===== src/hw/isaPkg.sv =====
// integer subset only; no branch, jump, coprocessor or multiply/divide encodings are defined
package isaPkg;

    typedef logic [31:0] instrT;
    typedef logic [4:0]  regIdxT;
    typedef logic [5:0]  opcodeT;
    typedef logic [5:0]  functT;

    // major opcodes
    localparam opcodeT OP_SPECIAL = 6'd0;   // R-type, operation in funct
    localparam opcodeT OP_ADDIU   = 6'd9;
    localparam opcodeT OP_ORI     = 6'd13;
    localparam opcodeT OP_LUI     = 6'd15;
    localparam opcodeT OP_LW      = 6'd35;
    localparam opcodeT OP_SW      = 6'd43;

    // R-type function codes
    localparam functT FN_ADDU = 6'd33;
    localparam functT FN_SUBU = 6'd35;
    localparam functT FN_AND  = 6'd36;
    localparam functT FN_OR   = 6'd37;
    localparam functT FN_SLT  = 6'd42;

    typedef enum logic [2:0] {
        ALU_ADD,
        ALU_SUB,
        ALU_AND,
        ALU_OR,
        ALU_SLT,    // signed compare
        ALU_LUI     // passes operand B through
    } aluOpT;

endpackage


===== src/hw/pipePkg.sv =====
// pipeline data types; dmemAddrT is 16 bits wide, so the data memory holds at most 64K words
package pipePkg;

    typedef logic [31:0] wordT;

    // where a decode operand is taken from
    typedef enum logic [1:0] {
        FWD_RF,     // register file, no hazard
        FWD_EX,     // ALU output of execute
        FWD_MEM,    // load data or ALU result in memory stage
        FWD_WB      // writeback register, not yet in the register file
    } fwdSelT;

    // word address, sliced down to the memory index width
    typedef logic [15:0] dmemAddrT;

endpackage


===== src/hw/executeStage.sv =====
// single-cycle ALU; no overflow traps, so ADDU and ADDIU wrap silently
`timescale 1ns/10ps

module executeStage (
    input  logic           clk,
    input  logic           rstN,
    input  logic           idValid,
    input  isaPkg::aluOpT  idAluOp,
    input  pipePkg::wordT  idOpA,
    input  pipePkg::wordT  idOpB,
    input  pipePkg::wordT  idImm,
    input  logic           idUseImm,
    input  isaPkg::regIdxT idDst,
    input  logic           idRegWrite,
    input  logic           idIsLoad,
    input  logic           idIsStore,
    output pipePkg::wordT  exResult,
    output isaPkg::regIdxT exDst,
    output logic           exRegWrite,
    output logic           exIsLoad,
    output logic           exIsStore,
    output pipePkg::wordT  exStoreData
);
    import isaPkg::*;
    import pipePkg::*;

    logic   valid;
    aluOpT  aluOp;
    wordT   opA;
    wordT   opB;
    wordT   imm;
    logic   useImm;
    logic   regWrite;
    logic   isLoad;
    logic   isStore;
    wordT   aluB;

    always_ff @(posedge clk) begin
        if (!rstN) begin
            valid    <= 1'b0;
            aluOp    <= ALU_ADD;
            opA      <= '0;
            opB      <= '0;
            imm      <= '0;
            useImm   <= 1'b0;
            exDst    <= '0;
            regWrite <= 1'b0;
            isLoad   <= 1'b0;
            isStore  <= 1'b0;
        end else begin
            valid    <= idValid;
            aluOp    <= idAluOp;
            opA      <= idOpA;
            opB      <= idOpB;
            imm      <= idImm;
            useImm   <= idUseImm;
            exDst    <= idDst;
            regWrite <= idRegWrite;
            isLoad   <= idIsLoad;
            isStore  <= idIsStore;
        end
    end

    assign aluB = useImm ? imm : opB;

    always_comb begin
        case (aluOp)
            ALU_ADD: exResult = opA + aluB;  // also load/store address
            ALU_SUB: exResult = opA - aluB;
            ALU_AND: exResult = opA & aluB;
            ALU_OR:  exResult = opA | aluB;
            ALU_SLT: exResult = {31'b0, $signed(opA) < $signed(aluB)};
            ALU_LUI: exResult = aluB;
            default: exResult = '0;
        endcase
    end

    // bubbles carry no side effects
    assign exRegWrite  = valid && regWrite;
    assign exIsLoad    = valid && isLoad;
    assign exIsStore   = valid && isStore;
    assign exStoreData = opB;

endmodule


===== config.mk =====
export PLATFORM = sky130hd
export DESIGN_NAME = executeStage
export DESIGN_NICKNAME = d
export VERILOG_FILES = /design/src/hw/isaPkg.sv /design/src/hw/pipePkg.sv /design/src/hw/executeStage.sv
export SDC_FILE = /design/constraint.sdc
export NUM_CORES = 1
export LEC_CHECK = 0
export ABC_CLOCK_PERIOD_IN_PS = 3700
export BUFFER_PORTS_ARGS = -buffer_cell sky130_fd_sc_hd__buf_2
export CAP_MARGIN = 20
export CORE_MARGIN = 4
export CORE_UTILIZATION = 50
export CTS_CLUSTER_DIAMETER = 100
export DETAILED_ROUTE_END_ITERATION = 8
export PLACE_DENSITY = 0.85
export SLEW_MARGIN = 20
export SYNTH_ARGS = -nofsm -noshare
export SYNTH_HDL_FRONTEND = slang
export SYNTH_SLANG_ARGS = --single-unit

===== constraint.sdc =====
create_clock -name clk -period 3.7 [get_ports clk]
set_input_delay 0 -clock clk [delete_from_list [all_inputs] [get_ports clk]]
set_output_delay 0 -clock clk [all_outputs]
set_load 0.02 [all_outputs]

Word-level counts from Yosys, hierarchy flattened
Cells that the tools add are included.
{"block": "op_classes", "n_addsub": 2, "magnitude_cmp": 1, "n_eq_ne": 5, "mux": 2, "n_bitwise": 2, "reduce_logical": 4}
{"cell": "one-hot mux 32 bit (6 select lines)", "count": 1}
{"cell": "adder 32 bit", "count": 1}
{"cell": "AND 32 bit", "count": 1}
{"cell": "less-than comparator 32 bit", "count": 1}
{"cell": "2-to-1 mux 32 bit", "count": 1}
{"cell": "OR 32 bit", "count": 1}
{"cell": "subtractor 32 bit", "count": 1}
{"cell": "equality test 3 x 2 -> 1 bit, second input constant", "count": 2}
{"cell": "equality test 3 bit, second input constant", "count": 2}
{"cell": "equality test 3 x 1 -> 1 bit, second input constant", "count": 1}
{"cell": "logical AND 1 bit", "count": 3}
{"cell": "zero test 3 bit", "count": 1}
{"block": "word_totals", "ff_bits": 109, "inputBits": 111, "out_inout_bits": 72, "elab_cells": 26}

Depth between registers and ports, before layout
{"block": "logic_depth", "depth_word": 3, "mapped_depth": 16}

Worst setup path before layout
Ideal clock, no wire load.
{"block": "synth_path", "path_kind": "register -> output", "startpoint": "register useImm", "endpoint": "output port exResult[26]", "arrival_time_ns": 4.263, "setup_slack_ns": -0.563, "path_stages_with_launch": 17, "path_buffers": 3, "path_cell_list": "dfxtp_1 clkbuf_1 clkbuf_1 clkbuf_1 mux2i_1 inv_1 fa_1 nor2_2 o311a_1 nor2_4 o31ai_4 a21o_2 a21oi_1 o31a_1 mux2i_1 xnor2_1 o21ai_0"}
{"block": "synth_via", "elab_chain_cells": 3, "elab_cells_between_ends": 6, "classes_between": "2 x add/sub; 2 x mux; 2 x bitwise"}
{"item": "from (decl)", "line": "executeStage.sv:32", "text": "logic useImm;"}
{"item": "from (signal assigned)", "line": "executeStage.sv:56", "text": "useImm <= idUseImm;"}
{"item": "2-to-1 mux 32 bit *", "line": "executeStage.sv:64", "text": "assign aluB = useImm ? imm : opB;"}
{"item": "subtractor 32 bit, or another cell as far along", "line": "executeStage.sv:69", "text": "ALU_SUB: exResult = opA - aluB;"}
{"item": "one-hot mux 32 bit (6 select lines) *", "line": "executeStage.sv:67", "text": "case (aluOp)"}
{"item": "to (decl)", "line": "executeStage.sv:17", "text": "output pipePkg::wordT exResult,"}
Mark *: on every way between the ends. The rest lies on a longest branch, timed or not.

Final worst setup path
{"block": "layout_path", "startpoint": "register useImm", "endpoint": "output port exResult[31]"}
The elaborated chain is that of the path after synthesis.

==> reports/results.ini <==
[clock_tree]
cts_max_path_buffers=2
cts_sinks=109
cts_tree=yes
clkTransAtPathRegs_ns=0.08
cts_root_buffer=clkbuf_16
h-tree-depth=3
cts_made_buffers=9

[timing]
finalWorstSetupSlack_ns=-0.0558
drv_slew=0
period_needed_ns=3.76
tightestPinTransition_ns=1.02
max_freq_mhz=266
hold_viol=0
holdWs_ns=0.262
post-route-period-util_pct=102
setup_violations=4
relSlewSlack_pct=32.2
rsz0062_at_grt=true
setup_tns_ns=-0.175

[worst_setup_path]
max_stage_delay_ns=0.43
worst_ep_arrival_time_ns=3.76
cp.required_ns=3.70
start_kind=register
crit_slowest_cell=dfxtp_4
path_class=register to output port
end_kind=output port
cp_num_buf_inv=3
worst-path-max-fanout=7
critical-path-top-delay-family=compound AO/OA/AOI/OAI gates
crit_chain=buf_4 -> mux2i_4 -> buf_6 -> ha_1 -> a21o_1 -> a21oi_2 -> a21oi_2 -> o21ai_2 -> a31oi_4 -> a211oi_4 -> nor3_2 -> o41ai_2 -> xor2_1 -> o221ai_2 -> buf_4

[logic_synthesis]
ys_types=78
synth_flop_cell=dfxtp_1
synth_top_family_by_area=compound AO/OA/AOI/OAI gates
synth_compound_area_share_pct=21.6
syn_inst=1001
synth_xor_xnor_area_share_pct=3.40
synth_edf_count=0
synth_fp_nets=1215
synth_area_leader_cell=dfxtp_1
synthAdderAreaFrac_pct=15.8
yosysSeqAreaShare_pct=26.5
synth_area_leaders=dfxtp_1, ha_1, and2_1
syn_area_um2=8250
synthMuxAreaShare_pct=5.34
yosys_warnings=0
ys_ff_latch=109
synth.top_cell.area_share_pct=26.5
avgSynthCellArea_um2=8.24
synth_simple_gate_area_share_pct=18.7
synthArstFlopShare_pct=0

[routing]
drt_first_pass_iters=7
drt-total-wl_um=28500
drtAntennaViolNets=0
vias_per_cell=5.54
drt_iter0_drc=762
post_drt_wl_per_cell_um=18.6
drc=0
route.vias.total=8487

[placement]
place_ws_ns=0.0146
gp_congestion=0.962
dp_hpwl_um=17400
io_buffers=182

[global_route]
grt-ovfl-total=0
grt_pass1_vias=8546
grt_usage_pct=29.5
antenna_found_initial=1
grt_max_degree=89
grt_pass1_wl_um=43700

[status]
violations=setup timing
status=finished, violations left

[final_layout]
drive_above_1_share_pct=30.6
fillCellCount=1150
area_growth_pct=43.7
finish.utilization_pct=74.1
layout.nets=1523

[power_and_ir_drop]
power.leakage_nw=5.32
p_per_area_nw_per_um2=333
peakVddDrop_uv=250
total_power_mw=3.95

[floorplanning]
io_pins=183
die_y_um=136
die_area_um2=18600
die_w_um=136
initial_core_util_pct=51.5
core_area_um2=16000
rows=46

[hold_path]
min-delay-path-class=primary input to register

[job]
drv_cap=0

metrics by stage:
step                instances  cell area (µm²)
global route             1531            11900
CTS                      1518            11400
floorplan                1001             8270
finish                   1531            11900
detailed placement       1380             9450
global placement         1380             9450
cell usage after synthesis, drive strengths merged (11+ instances only):
| cell | count |
|---|---|
| and2 | 113 |
| dfxtp | 109 |
| ha | 101 |
| inv | 99 |
| a21oi | 77 |
| nor2 | 76 |
| o21ai | 44 |
| clkbuf | 41 |
| nand2 | 41 |
| mux2i | 26 |
| xnor2 | 25 |
| buf | 19 |
| nor3 | 17 |
| o211ai | 17 |
| o221ai | 15 |
| mux2 | 14 |
| a211oi | 13 |
| nand3 | 11 |
| nor2b | 11 |
| o31ai | 11 |
report_power, final:
group	switching, mW	internal, mW
combinational	0.822	0.692
clock	0.482	0.666
sequential	0.0506	1.24
final timing paths:
check                 slack (ns)             endpoint              start  cells after the start
worst min-delay path        0.26  aluOp[0]$_SDFF_PN0_               rstN                      2
worst max-delay path       -0.06         exResult[31]  useImm$_SDFF_PN0_                     15
metal layers:
metal,track usage [%],vias to the layer above,wire length [µm]
li1,-,4038,-
met5,0,-,0
met3,5.11,53,1820
met1,36.5,4047,11800
met2,52.0,349,14200
met4,9.24,0,654
registers in the layout, indices dropped and copies added, names as in the netlist:
signal,flops
isStore,1
useImm,1
opA,32
isLoad,1
valid,1
exStoreData,32
imm,32
aluOp,3
regWrite,1
exDst,5
cell usage in the layout (no fill, tap or decap), types with 11 or more instances in the layout:
| master | netlist | final |
|---|---|---|
| buf_2 | 4 | 167 |
| and2_1 | 113 | 113 |
| dlygate4sd3_1 | 1 | 109 |
| dfxtp_1 | 109 | 107 |
| inv_1 | 99 | 90 |
| nor2_1 | 74 | 74 |
| buf_4 | 3 | 73 |
| ha_1 | 101 | 72 |
| a21oi_1 | 75 | 66 |
| nand2_1 | 41 | 41 |
| o21ai_0 | 39 | 31 |
| xnor2_1 | 25 | 24 |
| ha_4 | 0 | 18 |
| o211ai_1 | 17 | 17 |
| mux2i_1 | 26 | 12 |
| nor3_1 | 17 | 11 |
| o221ai_1 | 15 | 11 |
| a211oi_1 | 12 | 11 |
| ha_2 | 0 | 11 |
cells by family (layout without fill, tap and decap cells):
group                    after synthesis  in the layout
AO/OA/AOI/OAI                        261            261
AND/OR/NAND/NOR                      295            295
other                                  0              1
buffers and inverters                160            473
multiplexers                          41             41
flip-flops                           109            109
adder cells (fa/ha/maj)              103            103
XOR/XNOR                              32             32
cell type report:
| class | instances | area, µm² | area share [%] |
|---|---|---|---|
| diodes | 1 | 2.50 | 0.0211 |
| multi-input cells | 732 | 6060 | 51.2 |
| flip-flops and latches | 109 | 2190 | 18.5 |
| inverters | 99 | 374 | 3.16 |
| clock buffers | 9 | 225 | 1.90 |
| well taps | 216 | 270 | 2.28 |
| clock inverters | 7 | 120 | 1.01 |
| repair buffers | 358 | 2610 | 22.0 |
what timing repair did:
item	CTS	global route
cloned	1	0
endpoints found under the hold margin	109	0
pin swaps	32	33
buffers inserted	12	13
hold buffers	109	0
resized for setup	81	84
endpoints found under the setup margin	17	19
(Power assumes the default switching activity.)
