[config.mk]
export PLATFORM = sky130hd
export DESIGN_NAME = decodeStage
export DESIGN_NICKNAME = d
export VERILOG_FILES = /design/src/hw/isaPkg.sv /design/src/hw/pipePkg.sv /design/src/hw/regFile.sv /design/src/hw/bypassControl.sv /design/src/hw/decodeStage.sv
export SDC_FILE = /design/constraint.sdc
export NUM_CORES = 2
export LEC_CHECK = 0
export BUFFER_PORTS_ARGS = -buffer_cell sky130_fd_sc_hd__buf_2
export CAP_MARGIN = 20
export CORE_UTILIZATION = 35
export DETAILED_ROUTE_END_ITERATION = 8
export PLACE_DENSITY = 0.54
export SLEW_MARGIN = 20
export SYNTH_ARGS = -nofsm -noshare
export SYNTH_HDL_FRONTEND = slang
export SYNTH_SLANG_ARGS = --single-unit
export TNS_END_PERCENT = 20
[constraint.sdc]
create_clock -name clk -period 3.75 [get_ports clk]
set_input_delay 0.375 -clock clk [delete_from_list [all_inputs] [get_ports clk]]
set_output_delay 0.375 -clock clk [all_outputs]
set_load 0.02 [all_outputs]
[src/hw/isaPkg.sv]
// integer subset only; no branch, jump, coprocessor or multiply/divide encodings are defined
package isaPkg;

    typedef logic [31:0] instrT;
    typedef logic [4:0]  regIdxT;
    typedef logic [5:0]  opcodeT;
    typedef logic [5:0]  functT;

    // major opcodes
    localparam opcodeT OP_SPECIAL = 6'd0;   // R-type, operation in funct
    localparam opcodeT OP_ADDIU   = 6'd9;
    localparam opcodeT OP_ORI     = 6'd13;
    localparam opcodeT OP_LUI     = 6'd15;
    localparam opcodeT OP_LW      = 6'd35;
    localparam opcodeT OP_SW      = 6'd43;

    // R-type function codes
    localparam functT FN_ADDU = 6'd33;
    localparam functT FN_SUBU = 6'd35;
    localparam functT FN_AND  = 6'd36;
    localparam functT FN_OR   = 6'd37;
    localparam functT FN_SLT  = 6'd42;

    typedef enum logic [2:0] {
        ALU_ADD,
        ALU_SUB,
        ALU_AND,
        ALU_OR,
        ALU_SLT,    // signed compare
        ALU_LUI     // passes operand B through
    } aluOpT;

endpackage

[src/hw/pipePkg.sv]
// pipeline data types; dmemAddrT is 16 bits wide, so the data memory holds at most 64K words
package pipePkg;

    typedef logic [31:0] wordT;

    // where a decode operand is taken from
    typedef enum logic [1:0] {
        FWD_RF,     // register file, no hazard
        FWD_EX,     // ALU output of execute
        FWD_MEM,    // load data or ALU result in memory stage
        FWD_WB      // writeback register, not yet in the register file
    } fwdSelT;

    // word address, sliced down to the memory index width
    typedef logic [15:0] dmemAddrT;

endpackage

[src/hw/regFile.sv]
// reads are combinational with no write-through; a same-cycle write is seen only after the edge
`timescale 1ns/10ps

module regFile (
    input  logic           clk,
    input  logic           rstN,
    input  logic           we,
    input  isaPkg::regIdxT wAddr,
    input  pipePkg::wordT  wData,
    input  isaPkg::regIdxT rAddrA,
    input  isaPkg::regIdxT rAddrB,
    output pipePkg::wordT  rDataA,
    output pipePkg::wordT  rDataB
);
    import pipePkg::*;

    wordT regs [32];

    always_ff @(posedge clk) begin
        if (!rstN) begin
            for (int i = 0; i < 32; i++) begin
                regs[i] <= '0;
            end
        end else if (we && wAddr != '0) begin  // r0 is never written
            regs[wAddr] <= wData;
        end
    end

    assign rDataA = (rAddrA == '0) ? '0 : regs[rAddrA];
    assign rDataB = (rAddrB == '0) ? '0 : regs[rAddrB];

    wAddrKnown: assert property (@(posedge clk) disable iff (!rstN) we |-> !$isunknown(wAddr))
        else $error("register file write with unknown address");

endmodule

[src/hw/bypassControl.sv]
// purely combinational; assumes producers with a zero destination already have their write flag low
`timescale 1ns/10ps

module bypassControl (
    input  isaPkg::regIdxT  rs,
    input  isaPkg::regIdxT  rt,
    input  logic            readRs,
    input  logic            readRt,
    input  logic            idValid,
    input  isaPkg::regIdxT  exDst,
    input  isaPkg::regIdxT  memDst,
    input  isaPkg::regIdxT  wbDst,
    input  logic            exRegWrite,
    input  logic            memRegWrite,
    input  logic            wbRegWrite,
    input  logic            exIsLoad,
    output pipePkg::fwdSelT fwdA,
    output pipePkg::fwdSelT fwdB,
    output logic            loadUseStall
);
    import isaPkg::*;
    import pipePkg::*;

    // youngest in-flight producer wins
    function automatic fwdSelT pickSource(regIdxT src, logic used);
        fwdSelT sel;
        sel = FWD_RF;
        if (used && src != '0) begin
            if (exRegWrite && exDst == src) begin
                sel = FWD_EX;
            end else if (memRegWrite && memDst == src) begin
                sel = FWD_MEM;
            end else if (wbRegWrite && wbDst == src) begin
                sel = FWD_WB;
            end
        end
        return sel;
    endfunction

    always_comb begin
        fwdA = pickSource(rs, readRs);
        fwdB = pickSource(rt, readRt);
    end

    // load data is not ready until memory stage
    assign loadUseStall = idValid && exIsLoad && (fwdA == FWD_EX || fwdB == FWD_EX);

endmodule

[src/hw/decodeStage.sv]
// the source must hold instr and instrValid while stall is high; unknown opcodes decode as no-ops
`timescale 1ns/10ps

module decodeStage (
    input  logic           clk,
    input  logic           rstN,
    input  logic           instrValid,
    input  isaPkg::instrT  instr,
    input  pipePkg::wordT  exResult,
    input  pipePkg::wordT  memResult,
    input  pipePkg::wordT  wbData,
    input  isaPkg::regIdxT exDst,
    input  isaPkg::regIdxT memDst,
    input  isaPkg::regIdxT wbDst,
    input  logic           exRegWrite,
    input  logic           exIsLoad,
    input  logic           memRegWrite,
    input  logic           wbRegWrite,
    output logic           stall,
    output logic           idValid,
    output isaPkg::aluOpT  idAluOp,
    output pipePkg::wordT  idOpA,
    output pipePkg::wordT  idOpB,
    output pipePkg::wordT  idImm,
    output logic           idUseImm,
    output logic           idRegWrite,
    output logic           idIsLoad,
    output logic           idIsStore,
    output isaPkg::regIdxT idDst
);
    import isaPkg::*;
    import pipePkg::*;

    logic        irValid;
    instrT       ir;
    opcodeT      opcode;
    functT       funct;
    regIdxT      rs;
    regIdxT      rt;
    regIdxT      rd;
    logic [15:0] imm16;
    logic        readRs;
    logic        readRt;
    logic        regWrite;
    wordT        rfA;
    wordT        rfB;
    fwdSelT      fwdA;
    fwdSelT      fwdB;

    // instruction register, held while stalled
    always_ff @(posedge clk) begin
        if (!rstN) begin
            irValid <= 1'b0;
            ir      <= '0;
        end else if (!stall) begin
            irValid <= instrValid;
            if (instrValid) begin
                ir <= instr;
            end
        end
    end

    assign opcode = ir[31:26];
    assign rs     = ir[25:21];
    assign rt     = ir[20:16];
    assign rd     = ir[15:11];
    assign imm16  = ir[15:0];
    assign funct  = ir[5:0];

    always_comb begin
        idAluOp   = ALU_ADD;
        idUseImm  = 1'b0;
        idIsLoad  = 1'b0;
        idIsStore = 1'b0;
        readRs    = 1'b0;
        readRt    = 1'b0;
        regWrite  = 1'b0;
        idDst     = rt;
        idImm     = {{16{imm16[15]}}, imm16};  // sign-extend by default
        case (opcode)
            OP_SPECIAL: begin
                idDst    = rd;
                readRs   = 1'b1;
                readRt   = 1'b1;
                regWrite = 1'b1;
                case (funct)
                    FN_ADDU: idAluOp = ALU_ADD;
                    FN_SUBU: idAluOp = ALU_SUB;
                    FN_AND:  idAluOp = ALU_AND;
                    FN_OR:   idAluOp = ALU_OR;
                    FN_SLT:  idAluOp = ALU_SLT;
                    default: begin  // unknown funct is a no-op
                        readRs   = 1'b0;
                        readRt   = 1'b0;
                        regWrite = 1'b0;
                    end
                endcase
            end
            OP_ADDIU: begin
                readRs   = 1'b1;
                idUseImm = 1'b1;
                regWrite = 1'b1;
            end
            OP_ORI: begin
                idAluOp  = ALU_OR;
                idImm    = {16'b0, imm16};
                readRs   = 1'b1;
                idUseImm = 1'b1;
                regWrite = 1'b1;
            end
            OP_LUI: begin
                idAluOp  = ALU_LUI;
                idImm    = {imm16, 16'b0};
                idUseImm = 1'b1;
                regWrite = 1'b1;
            end
            OP_LW: begin
                readRs   = 1'b1;
                idUseImm = 1'b1;
                idIsLoad = 1'b1;
                regWrite = 1'b1;
            end
            OP_SW: begin
                readRs    = 1'b1;
                readRt    = 1'b1;  // store data
                idUseImm  = 1'b1;
                idIsStore = 1'b1;
            end
            default: ;
        endcase
    end

    assign idRegWrite = regWrite && idDst != '0;
    assign idValid    = irValid && !stall;  // bubble while stalled

    regFile regFile_i (
        .clk    (clk),
        .rstN   (rstN),
        .we     (wbRegWrite),
        .wAddr  (wbDst),
        .wData  (wbData),
        .rAddrA (rs),
        .rAddrB (rt),
        .rDataA (rfA),
        .rDataB (rfB)
    );

    bypassControl bypassControl_i (
        .rs           (rs),
        .rt           (rt),
        .readRs       (readRs),
        .readRt       (readRt),
        .idValid      (irValid),
        .exDst        (exDst),
        .memDst       (memDst),
        .wbDst        (wbDst),
        .exRegWrite   (exRegWrite),
        .memRegWrite  (memRegWrite),
        .wbRegWrite   (wbRegWrite),
        .exIsLoad     (exIsLoad),
        .fwdA         (fwdA),
        .fwdB         (fwdB),
        .loadUseStall (stall)
    );

    function automatic wordT bypassMux(fwdSelT sel, wordT rfData);
        case (sel)
            FWD_EX:  return exResult;
            FWD_MEM: return memResult;
            FWD_WB:  return wbData;
            default: return rfData;
        endcase
    endfunction

    always_comb begin
        idOpA = bypassMux(fwdA, rfA);
        idOpB = bypassMux(fwdB, rfB);
    end

    // the bubble clears execute, so a load-use stall never repeats
    stallOneCycle: assert property (@(posedge clk) disable iff (!rstN) stall |=> !stall)
        else $error("load-use stall held for more than one cycle");

endmodule

======== Word-level counts from Yosys, hierarchy flattened ========
Memories as Yosys holds them, arrays and structs flattened. A register that Yosys moved wholly into a read port is not among the register bits.
Cells that the tools add are included.
storage, ports and cells
  bits in writable memories ............... 1024
  register bits after elaboration ......... 33
  memory bits (read-only) ................. 0
  bits of input ports ..................... 150
  memories ................................ 1
  bits in latches ......................... 0
  logic and storage cells ................. 88
  output and inout bits ................... 110
memories
  memory          words  width  read ports  clocked after Yosys merged registers in  wr ports  line           text
  regFile_i.regs  32     32     2           2                                        32        regFile.sv:17  wordT regs [32];
cells by class
  equal/unequal tests ..................... 22
  $add $sub $neg .......................... 0
  multiplexer cells ....................... 34
  shift-type cells ........................ 0
  multipliers ............................. 0
  order comparisons ....................... 0
  reductions and logical operators ........ 28
  div/mod/pow operators ................... 0
  bitwise gates (word level) .............. 1
operators with widths
  operator              count
  $pmux W32 S3          2
  $mux W32              3
  $pmux W32 S2          1
  $eq A6 B6 Y1 const B  7
  $reduce_or A32 Y1     1
  $eq A5 B5 Y1          6
  $mux W5               6
  $reduce_bool A5 Y1    4
  $eq A6 B4 Y1 const B  3
  $mux W2               8
  $logic_and A1 B1 Y1   13
  $pmux W3 S4           1
  $logic_not A5 Y1      2
  $reduce_or A5 Y1      2
  $mux W1               9
  $pmux W3 S3           1
  $eq A2 B2 Y1 const B  4
  $reduce_or A4 Y1      2
  $logic_not A6 Y1      1
  $pmux W1 S2           3
  $eq A2 B1 Y1 const B  2
  $reduce_and A2 Y1     1
  $logic_not A1 Y1      1
  $logic_or A1 B1 Y1    1
  $not A1 Y1            1

======== Longest topological paths before layout ========
  depth in word-level cells ............... 13
  mapped depth ............................ 11
  mapped depth without buffers ............ 7

======== Cells and area by module ========
A second synthesis with hierarchy kept.
second synthesis, totals
  cell total of the unflattened synthesis .. 3871
  area total of the unflattened synthesis .. 57943.1 um^2
modules (own cells, without submodules)
  module         seq. area each (um^2)  times used  cells each  area each (um^2)
  regFile        30749.5                1           3509        54204.5
  decodeStage    660.6                  1           304         3298.2
  bypassControl  0.0                    1           58          440.4

======== Least setup slack after synthesis ========
Ideal clock, no wire load.
  path type ............................... input port to flip-flop
  start point ............................. input wbDst[3]
  end point ............................... memory regFile_i.regs[4][0] in the netlist's numbering (enable)
  data required time ...................... 3.284 ns
  stages on the path ...................... 4
  buffers on the path ..................... 2
  setup slack ............................. -0.181 ns
  setup time .............................. 0.466 ns
  arrival ................................. 3.466 ns
  path through ............................ buf_2 -> or3b_2 -> clkbuf_1 -> o21ai_0
RTL lines
  item                line               text
  start: declaration  decodeStage.sv:14  input isaPkg::regIdxT wbDst,
  end: declaration    regFile.sv:17

==> flow_summary.rst <==
.. list-table::
   :header-rows: 1

   * - Metric
     - Value
   * - Outcome
     - finished, final reports clean
   * - Worst path buffer plus inverter count
     - 3
   * - Final std cell area, no fill
     - between 60000 and 70000 um^2
   * - Ordered list of cells on the worst path
     - buf_12 > buf_12 > mux4_2 > mux4_2 > a21oi_2 > o32ai_1 > buf_2
   * - Number of synthesized flops with an enable pin
     - between 1000 and 1500
   * - CTS Root Buffer Type
     - clkbuf_16
   * - Number of distinct library cell variants in the gate-level netlist after synthesis
     - 52
   * - Port-buffer cells
     - 259
   * - R2r endpoint
     - ir[10]
   * - Transition time at the pin with the least slew margin
     - between 1 and 1.5 ns
   * - Drt first-iter violations
     - between 5000 and 6000
   * - Highest fanout seen on the critical path
     - 25
   * - Startpoint of the worst register-to-register path
     - ir[18]
   * - Pwr/cell area
     - between 400 and 500 nW/um^2
   * - First-pass GRT wire length
     - 315000 um
   * - IR Drop Worst-Case VDD
     - 0.384 mV
   * - Path depth of the worst reg2reg path
     - 9
   * - Top achievable clock speed
     - 267 MHz
   * - Final Setup Violations
     - 0
   * - Worst Hold Launch
     - rstN
   * - Final RePlAce weighted congestion
     - 0.830
   * - Area of the placeable core
     - 165000 um^2
   * - Tot GR Track Use
     - 0.271
   * - Type of the worst setup path
     - register to primary output
   * - Starting density of the core
     - 0.352
   * - Number of storage elements in the synthesis netlist
     - 1067
   * - Number of inserted filler cells in the final layout
     - 15032
   * - Antenna Violating Nets Remaining
     - 0
   * - Placed inst area
     - 63500 um^2
   * - Setup repair after global routing missed its margin
     - true
   * - Worst path required time
     - 3.38 ns
   * - Total DRC errors in the routed layout
     - 0
   * - Final setup slack of the worst path
     - 0.00688 ns
   * - Critical Path Sink Type
     - primary output
   * - Gate count of the mapped netlist
     - approximately 3900
   * - Maximum number of buffers from clock root to sink
     - 3
   * - CTS tree
     - built
   * - Yosys Warn Count
     - 0
   * - Clock-pin slew reported for the worst setup and hold paths after clock tree synthesis
     - 0.06 ns
   * - Post-synthesis instance area
     - 58000 um^2
   * - Die Wd
     - 409 um
   * - Std cell rows
     - 149
   * - Worst setup skew after layout
     - 0.0550 ns
   * - Die H
     - 409 um
   * - Main flop type after synthesis
     - edfxtp_1
   * - Routed wire per std cell
     - 35.7 um
   * - Sequential element share of the synthesized area
     - 0.545
   * - Number of optimization iterations in the first detailed-route pass
     - 6
   * - Layout area overhead
     - 18.0%
   * - Crit-path leading delay family
     - multiplexers
   * - Worst setup slack after placement
     - ~0.026 ns
   * - Via count normalized by instance count
     - 6.04
   * - Register-to-register setup slack
     - 0.85 ns
   * - Async SR Flop Fraction
     - 0
   * - Insertion delay to the later sink of the worst-skew pair
     - roughly 0.77 ns
   * - Final net count
     - about 4300
   * - Share of cells above drive strength 1
     - 0.334
   * - Highest cell delay on the worst timing path
     - 0.56 ns
   * - Worst-path cell with the longest stage delay
     - mux4_2
   * - Vias after detailed routing
     - 38811
   * - Num CTS Buffers
     - 119
   * - Vias in the first global route
     - about 38000
   * - CTS sink count
     - 1067
   * - Overflow after GRT
     - 0
   * - Hold WC Path Type
     - input pin to register
   * - Placed wire-length estimate after detailed placement
     - around 140000 um
   * - Leakage power of the design
     - 22.8 nW
   * - Final hold slack
     - 0.0522 ns
   * - I/O pin count
     - 260
   * - Period utilisation layout
     - 0.998
   * - Arrival time at the worst endpoint
     - 3.37 ns
   * - End point of the most critical hold path
     - irValid
   * - Category of the worst setup path launch point
     - register
   * - Number of instances on the worst hold path
     - 2
   * - Number of levels in the clock H-tree
     - 3
   * - Number of hold-slack violations in the final timing report
     - 0
   * - Mean Syn Cell Area
     - 15.0 um^2
   * - Pin count of the biggest net entering global routing
     - 65
   * - Antenna violations before repair
     - 37
   * - Headroom to the max-slew limit
     - 0.282
   * - Time the worst path needs with I/O delays and setup
     - 3.74 ns
   * - Final Max Tran Viols
     - 0
   * - Routed wire length
     - 229000 um
   * - Die footprint
     - approximately 170000 um^2
   * - Maximum Capacitance Violations
     - 0
[metrics by stage]
stage	instances	utilization	power, W	TNS (ns)
2_1_floorplan	3897	-	0.0168	-129.52
3_3_place_gp	6140	0.385	0.0187	0
3_5_place_dp	6140	0.385	0.0187	0
4_1_cts	6401	0.413	0.0306	-0.622
5_1_grt	6415	0.415	0.0313	-1.16
6_report	6428	0.415	0.0305	0
[state kept, by name, indices dropped and copies added (netlist names), named ones only]
register        count
regFile_i.regs   1024
ir                 32
irValid             1
[where the power goes]
| part | leakage [nW] | internal (W) | switching (W) |
|---|---|---|---|
| sequential | 10.1 | 0.0137 | 0.000392 |
| combinational | 10.8 | 0.00190 | 0.00267 |
| clock | 1.87 | 0.00665 | 0.00520 |
| total | 22.8 | 0.0223 | 0.00827 |
[timing repair]
action / 4_1_cts / 5_1_grt
endpoints found under the setup margin: 62 / 66
pin swaps: 3 / 5
hold buffers: 33 / 0
setup buffers: 4 / 6
endpoints found under the hold margin: 42 / 0
gates cloned: 1 / 1
resized for setup: 72 / 40
[cell usage in the layout (no fill, tap or decap), types with 18 or more instances in the layout]
master,synthesis,layout
edfxtp_1,1024,1024
and2_1,995,995
mux4_2,576,576
buf_2,87,258
buf_4,22,160
mux2i_1,133,131
clkbuf_16,0,120
o22ai_1,97,94
buf_12,0,60
o21ai_0,84,53
nand2_1,46,43
nor2_1,73,41
nand3_1,41,38
dlygate4sd3_1,0,33
conb_1,1,32
a21oi_2,0,31
nor2_4,0,31
a221o_1,31,31
a221oi_1,31,31
o32ai_1,31,31
o21ai_4,0,30
clkinv_1,0,29
dfxtp_1,43,28
clkbuf_1,289,27
xor2_1,25,25
a21oi_1,67,23
o21ai_1,23,23
clkinv_2,0,21
diode_2,0,20
nor2b_1,19,18
[cells by family (layout without fill, tap and decap cells)]
group / count (synthesis) / in the layout / share of synthesized area
buf+inv: 442 / 764 / 0.0325
simple gates: 1222 / 1222 / 0.126
xor+xnor: 31 / 31 / 0.00468
compound gates: 389 / 389 / 0.0437
flops: 1067 / 1067 / 0.545
mux: 714 / 714 / 0.248
other cells: 1 / 52 / 0.0000647
[worst max-delay path by stage]
stage / from / endpoint / slack [ns] / cells after the start
5_1_grt: register / idOpA[19] / -0.1 / 7
4_1_cts: register / idOpA[14] / -0.07 / 7
6_report: register / idOpA[15] / 0.007 / 7
2_1_floorplan: rstN / regFile_i.regs[27][0] / -0.18 / 5
3_5_place_dp: ir[19] / idOpB[28] / 0.03 / 8
3_3_place_gp: ir[19] / idOpB[28] / 0.09 / 8
[area by class of cell]
type / count / area (um^2) / share of cell area
tap: 2189 / 2740 / 0.0400
antenna: 20 / 50.0 / 0.000731
clock buffer: 149 / 3120 / 0.0456
inverter: 4 / 20.0 / 0.000292
clock inverter: 74 / 744 / 0.0109
multi-input combinational: 2388 / 25600 / 0.374
sequential: 1067 / 31700 / 0.462
timing repair buffer: 537 / 4510 / 0.0659
[routing by layer]
| metal | global-route usage | vias up | part of all wire |
|---|---|---|---|
| li1 | - | 15532 | - |
| met1 | 0.359 | 20488 | 0.39 |
| met2 | 0.433 | 2306 | 0.47 |
| met3 | 0.0541 | 473 | 0.097 |
| met4 | 0.111 | 12 | 0.045 |
| met5 | 0.00402 | - | 0.00065 |
[cell usage after synthesis (6+ instances only)]
library cell / n / area share
buf_2: 87 / 0.0075
nor3_1: 6 / 0.00052
a21o_1: 15 / 0.0019
a221oi_1: 31 / 0.0047
o32ai_1: 31 / 0.0047
nor2_1: 73 / 0.0047
nand3_1: 41 / 0.0035
edfxtp_1: 1024 / 0.53
dfxtp_1: 43 / 0.015
nand2b_1: 10 / 0.0011
nand3b_1: 6 / 0.00078
mux4_2: 576 / 0.22
and2_1: 995 / 0.11
and3_1: 7 / 0.00076
o21ai_0: 84 / 0.0072
o21ai_1: 23 / 0.0020
clkbuf_1: 289 / 0.019
o22ai_1: 97 / 0.010
nor2b_1: 19 / 0.0020
a221o_1: 31 / 0.0054
buf_1: 33 / 0.0021
xor2_1: 25 / 0.0038
buf_4: 22 / 0.0028
a21oi_1: 67 / 0.0058
xnor2_1: 6 / 0.00091
nand2_1: 46 / 0.0030
mux2i_1: 133 / 0.023
Power figures use the tool's default switching activity.
